## src/mac_tx_pkg.sv

```systemverilog
// Shared word layout, position codes and buffer depths for the MAC transmit adapter
package mac_tx_pkg;

	// ============================================================
	// Word layout
	// ============================================================

	// Payload bytes per upstream word
	localparam int BYTES_PER_WORD = 16;

	// Position codes, one bit each for head and tail
	// A single-word packet carries both bits set
	localparam logic [1:0] pos_head = 2'b01;
	localparam logic [1:0] pos_tail = 2'b10;
	localparam logic [1:0] pos_mid  = 2'b00;

	// 134-bit upstream word, first byte on the wire sits in payload[127:120]
	typedef struct packed {
		logic [1:0]                      pos;
		// Unused trailing bytes, only meaningful in a tail word
		logic [3:0]                      empty_bytes;
		logic [BYTES_PER_WORD*8-1:0]     payload;
	} pkt_word_t;

	// Byte position within one word
	typedef logic [3:0] byte_idx_t;

	// ============================================================
	// Buffer depths
	// ============================================================

	// Word FIFO, almost-full is raised at half of this
	localparam int DEF_WORD_DEPTH = 256;

	// One valid/invalid flag per buffered packet
	localparam int DEF_FLAG_DEPTH = 64;

endpackage

```

## src/pkt_rd_if.sv

```systemverilog
// Read side of the packet buffer as seen by the transmit FSM, one bundle for both FIFOs
interface pkt_rd_if;

	// Head of the word FIFO and its read strobe
	mac_tx_pkg::pkt_word_t word_q;
	logic                  word_rd;

	// Head of the flag FIFO, high for a packet worth sending
	logic                  flag_q;
	logic                  flag_rd;

	// No flag means no complete packet yet
	logic                  flag_empty;

	// FIFO side presents data and status
	modport buffer (
		output word_q,
		output flag_q,
		output flag_empty,
		input  word_rd,
		input  flag_rd
	);

	// FSM side pops entries
	modport reader (
		input  word_q,
		input  flag_q,
		input  flag_empty,
		output word_rd,
		output flag_rd
	);

endinterface

```

## src/mac_tx_fsm.sv

```systemverilog
// Transmit FSM that sends valid packets byte by byte to the MAC FIFO and drops invalid ones
module mac_tx_fsm (
	input  logic       ff_tx_clk,
	input  logic       reset,
	input  logic       ff_tx_rdy,
	pkt_rd_if.reader   rd,
	output logic [7:0] ff_tx_data,
	output logic       ff_tx_sop,
	output logic       ff_tx_eop,
	output logic       ff_tx_wren,
	output logic       ff_tx_crc_fwd,
	output logic       pkt_send_add
);

	typedef enum logic [1:0] {
		st_idle,
		st_transmit,
		st_discard
	} state_t;

	state_t                state;
	mac_tx_pkg::pkt_word_t cur_word;
	mac_tx_pkg::byte_idx_t byte_idx;
	mac_tx_pkg::byte_idx_t last_idx;
	logic [7:0]            cur_byte;
	logic                  cur_head;
	logic                  cur_tail;
	logic                  q_tail;
	logic                  accept;
	logic                  word_end;
	logic                  pkt_end;

	// ============================================================
	// Word decode
	// ============================================================
	assign cur_head = |(cur_word.pos & mac_tx_pkg::pos_head);
	assign cur_tail = |(cur_word.pos & mac_tx_pkg::pos_tail);
	assign q_tail   = |(rd.word_q.pos & mac_tx_pkg::pos_tail);

	// MSB first, byte 0 is payload[127:120]
	assign cur_byte =
		cur_word.payload[8*(mac_tx_pkg::BYTES_PER_WORD - 1 - byte_idx) +: 8];

	// Last real byte of a tail word
	assign last_idx = mac_tx_pkg::byte_idx_t'(mac_tx_pkg::BYTES_PER_WORD - 1)
		- cur_word.empty_bytes;
	assign pkt_end  = cur_tail && (byte_idx == last_idx);
	assign word_end = (byte_idx == mac_tx_pkg::byte_idx_t'(mac_tx_pkg::BYTES_PER_WORD - 1));

	// Take a packet only when the MAC can accept bytes
	assign accept = (state == st_idle) && ff_tx_rdy && !rd.flag_empty;

	// ============================================================
	// Buffer reads
	// ============================================================
	// Head word popped on accept, next word at byte 15, one per cycle in discard
	assign rd.flag_rd = accept;
	assign rd.word_rd = accept
		|| ((state == st_transmit) && ff_tx_rdy && word_end && !pkt_end)
		|| (state == st_discard);

	// One count per accepted packet
	assign pkt_send_add = accept && rd.flag_q;

	// Current word follows every read, the discard path never looks at it
	always_ff @(posedge ff_tx_clk) begin
		if (rd.word_rd) begin
			cur_word <= rd.word_q;
		end
	end

	// ============================================================
	// State and MAC outputs
	// ============================================================
	always_ff @(posedge ff_tx_clk or negedge reset) begin
		if (!reset) begin
			state         <= st_idle;
			byte_idx      <= '0;
			ff_tx_data    <= '0;
			ff_tx_sop     <= 1'b0;
			ff_tx_eop     <= 1'b0;
			ff_tx_wren    <= 1'b0;
			ff_tx_crc_fwd <= 1'b1;
		end else begin
			case (state)
				st_idle: begin
					ff_tx_wren    <= 1'b0;
					ff_tx_sop     <= 1'b0;
					ff_tx_eop     <= 1'b0;
					ff_tx_crc_fwd <= 1'b1;
					byte_idx      <= '0;
					if (accept) begin
						if (rd.flag_q) begin
							state <= st_transmit;
						end else if (!q_tail) begin
							// Single-word bad packet is gone with the accept read
							state <= st_discard;
						end
					end
				end
				st_transmit: begin
					if (ff_tx_rdy) begin
						ff_tx_data <= cur_byte;
						ff_tx_wren <= 1'b1;
						ff_tx_sop  <= cur_head && (byte_idx == '0);
						if (pkt_end) begin
							ff_tx_eop     <= 1'b1;
							ff_tx_crc_fwd <= 1'b0;
							state         <= st_idle;
						end else begin
							// Wraps to 0 after byte 15 as the next word loads
							byte_idx <= byte_idx + 1'b1;
						end
					end else begin
						// MAC stalled, hold position
						ff_tx_wren <= 1'b0;
					end
				end
				st_discard: begin
					if (q_tail) begin
						state <= st_idle;
					end
				end
				default: begin
					state <= st_idle;
				end
			endcase
		end
	end

endmodule

```

## src/flat_wrapper.sv

```systemverilog
// flat-port wrapper written by rule: the top's interface ports become plain ports
module mac_tx_fsm_flat 
  (ff_tx_clk, reset, ff_tx_rdy, ff_tx_data, ff_tx_sop, ff_tx_eop, ff_tx_wren, ff_tx_crc_fwd, pkt_send_add, rd_word_q, rd_flag_q, rd_flag_empty, rd_word_rd, rd_flag_rd);
  pkt_rd_if rd_i ();
  input  logic ff_tx_clk;
  input  logic reset;
  input  logic ff_tx_rdy;
  output logic [7:0] ff_tx_data;
  output logic ff_tx_sop;
  output logic ff_tx_eop;
  output logic ff_tx_wren;
  output logic ff_tx_crc_fwd;
  output logic pkt_send_add;
  input wire logic [$bits(rd_i.word_q)-1:0] rd_word_q;
  input wire logic [$bits(rd_i.flag_q)-1:0] rd_flag_q;
  input wire logic [$bits(rd_i.flag_empty)-1:0] rd_flag_empty;
  output wire logic [$bits(rd_i.word_rd)-1:0] rd_word_rd;
  output wire logic [$bits(rd_i.flag_rd)-1:0] rd_flag_rd;
  assign rd_i.word_q = rd_word_q;
  assign rd_i.flag_q = rd_flag_q;
  assign rd_i.flag_empty = rd_flag_empty;
  assign rd_word_rd = rd_i.word_rd;
  assign rd_flag_rd = rd_i.flag_rd;
  mac_tx_fsm u_core (.ff_tx_clk(ff_tx_clk), .reset(reset), .ff_tx_rdy(ff_tx_rdy), .rd(rd_i), .ff_tx_data(ff_tx_data), .ff_tx_sop(ff_tx_sop), .ff_tx_eop(ff_tx_eop), .ff_tx_wren(ff_tx_wren), .ff_tx_crc_fwd(ff_tx_crc_fwd), .pkt_send_add(pkt_send_add));
endmodule
```

## config.mk

```make
export PLATFORM = sky130hd
export DESIGN_NAME = mac_tx_fsm_flat
export DESIGN_NICKNAME = d
export VERILOG_FILES = /design/src/mac_tx_pkg.sv /design/src/pkt_rd_if.sv /design/src/mac_tx_fsm.sv /design/src/flat_wrapper.sv
export SDC_FILE = /design/constraint.sdc
export NUM_CORES = 1
export LEC_CHECK = 0
export BUFFER_PORTS_ARGS = -buffer_cell sky130_fd_sc_hd__buf_2
export CAP_MARGIN = 20
export CORE_UTILIZATION = 53
export DETAILED_ROUTE_END_ITERATION = 6
export PLACE_DENSITY = 0.81
export SYNTH_ARGS = -nofsm -noshare
export SYNTH_HDL_FRONTEND = slang
export SYNTH_SLANG_ARGS = --single-unit
```

## constraint.sdc

```tcl
create_clock -name ff_tx_clk -period 12.2 [get_ports ff_tx_clk]
set_input_delay 1.22 -clock ff_tx_clk [delete_from_list [all_inputs] [get_ports ff_tx_clk]]
set_output_delay 1.22 -clock ff_tx_clk [all_outputs]
set_load 0.02 [all_outputs]
```

Word level (Yosys, flattened, before mapping) --
Index checks and enable logic that the tools add are counted.
Storage, ports and cells: register bits after elaboration 152, output and inout bits 15, logic and storage cells 64, input bits 139
Cells by class: multiplexer cells 20, shift operators 1, add/sub/neg operators 3, eq/ne operators 10, reduce and logical (&&, ||, !) cells 20
Operators by type and width (number):
- 128-bit by 33-bit indexed part select with 8-bit output | 1
- 2-bit 2-to-1 mux | 6
- 1-bit logical AND | 8
- 4-bit 2-to-1 mux | 2
- 1-bit one-hot mux with 2 select lines | 4
- 4-bit one-hot mux with 2 select lines | 1
- 1-bit 2-to-1 mux | 6
- 2-bit != test, second input constant | 3
- 2-bit one-hot mux with 3 select lines | 1
- 3-bit AND reduction | 2
- 5-bit AND reduction | 1
- 4-bit by 4-bit subtractor with 5-bit output, first input constant | 1
- 4-bit by 1-bit adder with 4-bit output, second input constant | 1
- 4-bit equality test | 1
- 4-bit equality test, second input constant | 1
- 4-bit logical NOT | 1
- 2-bit by 1-bit != test with 1-bit output, second input constant | 2
- 2-bit AND reduction | 2
- 4-bit subtractor, first input constant | 1
- 3-bit != test, second input constant | 1
- 2-bit by 1-bit equality test with 1-bit output, second input constant | 1
- 2-bit equality test, second input constant | 1
- 1-bit logical NOT | 2
- 2-bit logical NOT | 1
- other kinds (2) | 3

Depth between registers and ports, before layout --
depth in word-level cells 7, mapped depth 9, mapped depth without buffers 6

Least setup slack after synthesis --
Ideal clock, no wire load.
kind input port to output port, start input ff_tx_rdy, end output rd_word_rd, slack 2.447 ns, path buffers 1, data required time 10.980 ns, stages on the path 4, arrival 8.533 ns, path through clkbuf_1 -> nor2b_1 -> nor2_1 -> o22ai_1
On the way: cells in the longest elaborated chain, start to end 5, elaborated cells between the ends (all ways) 7, classes of those cells reduce/logical (7)
RTL lines:
- from (decl) | RTL line flat_wrapper.sv:7 | input logic ff_tx_rdy;
- 1-bit logical AND (3 in a row) | RTL line mac_tx_fsm.sv:59 | || ((state == st_transmit) && ff_tx_rdy && word_end && !pkt_end)
- 1-bit logical OR (*) | RTL line mac_tx_fsm.sv:59
- 1-bit logical OR (*) | RTL line mac_tx_fsm.sv:60 | || (state == st_discard);
- to (decl) | RTL line flat_wrapper.sv:17 | output wire logic [$bits(rd_i.word_rd)-1:0] rd_word_rd;
Every way passes the cells marked *; elsewhere a longest branch is shown, timed or not.

Worst setup path after layout --
start input ff_tx_rdy, end register u_core.cur_word[46] (netlist name) (enable)
On the way: cells in the longest elaborated chain, start to end 5, elaborated cells between the ends (all ways) 7, classes of those cells reduce/logical (7)
RTL lines:
- 1-bit logical AND (3 in a row) | RTL line mac_tx_fsm.sv:59
- 1-bit logical OR (*) | RTL line mac_tx_fsm.sv:59
- 1-bit logical OR (*) | RTL line mac_tx_fsm.sv:60
- to (signal assigned) | RTL line mac_tx_fsm.sv:68 | cur_word <= rd.word_q;
- to (decl) | RTL line mac_tx_fsm.sv:22 | mac_tx_pkg::pkt_word_t cur_word;
Marks and branches as above. A chain may end at the register's enable or synchronous reset.

==> flow_summary.json <==
{
  "synth_edf_count": 134,
  "slew_viol_final": 0,
  "firstDrtPassIters": 4,
  "h-tree-depth": 4,
  "cts_buffers": 17,
  "path_class": "in2reg",
  "powerDensity_mw_per_mm2": 207,
  "hpwl_um": 8550,
  "clock.fmax_mhz": 241,
  "endpoint_kind": "register",
  "hp-class": "reg2reg",
  "synth_seq_area_share_pct": 74.0,
  "initial_core_util_pct": 55.0,
  "cts_hold_buf": 0,
  "clkPwrFrac_pct": 34.0,
  "grt_max_degree": 77,
  "p_seq_share_pct": 42.8,
  "rows": 38,
  "dieHeight_um": 109,
  "vias_per_cell": 5.52,
  "drive_gt1_share_pct": 40.9,
  "avgSynthCellArea_um2": 17.4,
  "swShare_pct": 28.7,
  "rrSetupSlack_ns": 8.41,
  "grt_pass1_vias": 3732,
  "crit_fanout": 76,
  "finalHoldViolCount": 0,
  "rsz0062_at_grt": "no",
  "clock-sinks": 152,
  "path_clk_slew_ns": 0.06,
  "die-area_mm2": 0.0118,
  "mostFrequentLayoutCells": "153 x buf_2, 134 x edfxtp_1, 36 x mux2i_1",
  "tightest_slew_ns": 0.968,
  "cts_buffer_depth": 2,
  "min_period_over_period_pct": 33.9,
  "arrival_ns": 4.18,
  "relSlewSlack_pct": 35.5,
  "clk_latency_ns": 0.42,
  "outcome": "finished clean",
  "dpl_cell_area_mm2": 0.00692,
  "fp.dieW_um": 109,
  "cts-resized-gates": 0,
  "synthDistinctLibCells": 46,
  "via_count": 3608,
  "port_buffers": 153,
  "final_nets": 642,
  "cp.required_ns": 12.23,
  "drt_wl_total_um": 12300,
  "grt_antenna_before_repair": 0,
  "grt_pass1_wl_um": 18900,
  "final_common_cell": "buf_2",
  "drv_cap": 0,
  "tritoncts": "yes",
  "final_cell_count_no_fill": 654,
  "synth.cell_area_mm2": 0.00605,
  "fin_area_mm2": 0.00753,
  "yosys_warnings": 0,
  "io_pins": 154,
  "internal_power_uw": 1110,
  "track_usage_pct": 22.6,
  "diodes": 0,
  "power.switching_uw": 445,
  "drcViolationCount": 0,
  "combPwrFrac_pct": 23.2,
  "synthToLayoutAreaGrowth_pct": 24.5,
  "finalClockSkew_ns": 0.00591,
  "final_util_pct": 68.5,
  "synthFlopType": "edfxtp_1",
  "dp.cells": 622,
  "syn_nets": 488,
  "async_flop_share_pct": 11.8,
  "drtIter0Drc": 252,
  "ys_ff_latch": 152,
  "min_period_ns": 4.14,
  "gp_congestion": 0.861,
  "routedWlPerCell_um": 18.8,
  "ant_nets": 0,
  "ir_drop_mv": 0.151,
  "post_cts_buffers": 0,
  "leakage_uw": 0.00285,
  "root_buffer": "clkbuf_16",
  "synthCells": 347,
  "setup_tns_ns": 0,
  "grt_overflow_total": 0,
  "cp-start-kind": "input pin",
  "power_uw": 1550,
  "coreArea_mm2": 0.0110,
  "setup_viol": 0
}
power by group through the flow:
stage | logic (uW) | clock network (uW) | registers [uW]
6_report | 361 | 529 | 665
5_1_grt | 394 | 559 | 671
3_3_place_gp | 352 | 0 | 671
2_1_floorplan | 251 | 0 | 693
4_1_cts | 365 | 536 | 665
3_5_place_dp | 362 | 0 | 675
per-layer routing:
metal	GRT usage (%)	vias to the layer above	share of wire, %
li1	-	1678	-
met1	29.8	1738	42
met2	35.4	174	48
met3	6.99	18	7.8
met4	8.69	0	1.7
met5	0	-	0
state kept, by name, summed over array words and instances, names as in the netlist:
| signal | flops |
|---|---|
| u_core.cur_tail | 1 |
| u_core.cur_word | 132 |
| u_core.ff_tx_wren | 1 |
| u_core.ff_tx_data | 8 |
| u_core.ff_tx_eop | 1 |
| u_core.cur_head | 1 |
| u_core.ff_tx_sop | 1 |
| u_core.state | 2 |
| u_core.ff_tx_crc_fwd | 1 |
| u_core.byte_idx | 4 |
layout make-up:
cell class | instances | area (um2)
clock buffers | 18 | 429
clock inverters | 14 | 175
fillers | 744 | 3460
inverters | 6 | 22.5
flip-flops and latches | 152 | 4480
repair buffers | 158 | 803
well taps | 140 | 175
multi-input cells | 166 | 1440
logic make-up after synthesis:
family / count (synthesis) / synth area share [%]
multiplexers: 56 / 12.6
buffers and inverters: 29 / 2.32
adder cells (fa/ha/maj): 2 / 0.414
AND/OR/NAND/NOR: 59 / 5.11
AO/OA/AOI/OAI: 45 / 4.95
flip-flops: 152 / 74.0
XOR/XNOR: 4 / 0.580
worst max-delay path, cell delays in order:
cell and delay, ns:
buf_2 0.21, and3b_1 0.54, and2_1 0.26, nand3_1 0.13
o22ai_4 0.27, buf_4 0.62, buf_4 0.85
path summary, 6_finish.rpt:
| path | start | end | cells after the start |
|---|---|---|---|
| worst max-delay path | ff_tx_rdy | u_core.cur_word[46]$_DFFE_PP_ | 7 |
| worst min-delay path | u_core.ff_tx_crc_fwd$_DFFE_PN1P_ | u_core.ff_tx_crc_fwd$_DFFE_PN1P_ | 2 |
| worst max register to register | u_core.byte_idx[1]$_DFFE_PN0P_ | u_core.cur_word[46]$_DFFE_PP_ | 7 |
| worst min register to register | u_core.ff_tx_crc_fwd$_DFFE_PN1P_ | u_core.ff_tx_crc_fwd$_DFFE_PN1P_ | 2 |
| max in group asynchronous | reset | u_core.ff_tx_crc_fwd$_DFFE_PN1P_ | 1 |
| min in group asynchronous | reset | u_core.ff_tx_sop$_DFFE_PN0P_ | 1 |
per-stage QoR:
step,hold WS [ns],worst slack [ns]
floorplan,0.515,2.45
global placement,0.471,7.83
detailed placement,0.471,7.66
CTS,0.490,8.09
global route,0.517,7.85
finish,0.493,8.06
cells in the mapped netlist (all sizes together) (2+ instances only):
master	count	share of area, %
mux2i	36	6.0
xor2	3	0.43
edfxtp	134	67
inv	5	0.31
or3b	2	0.29
nor2b	5	0.52
a211oi	6	0.74
ha	2	0.41
o21a	2	0.25
clkbuf	14	0.87
nand3	5	0.41
mux2	6	1.1
nor2	13	0.81
a21oi	9	0.74
nand4	6	0.62
o21ai	3	0.25
dfrtp	17	7.0
o22ai	15	1.6
nand2	14	0.87
nor3	2	0.17
a22oi	2	0.25
nand2b	3	0.31
and2	2	0.21
mux4	14	5.5
buf	9	1.1
o211ai	2	0.25
Note: power is estimated with default switching activity, not from simulation.
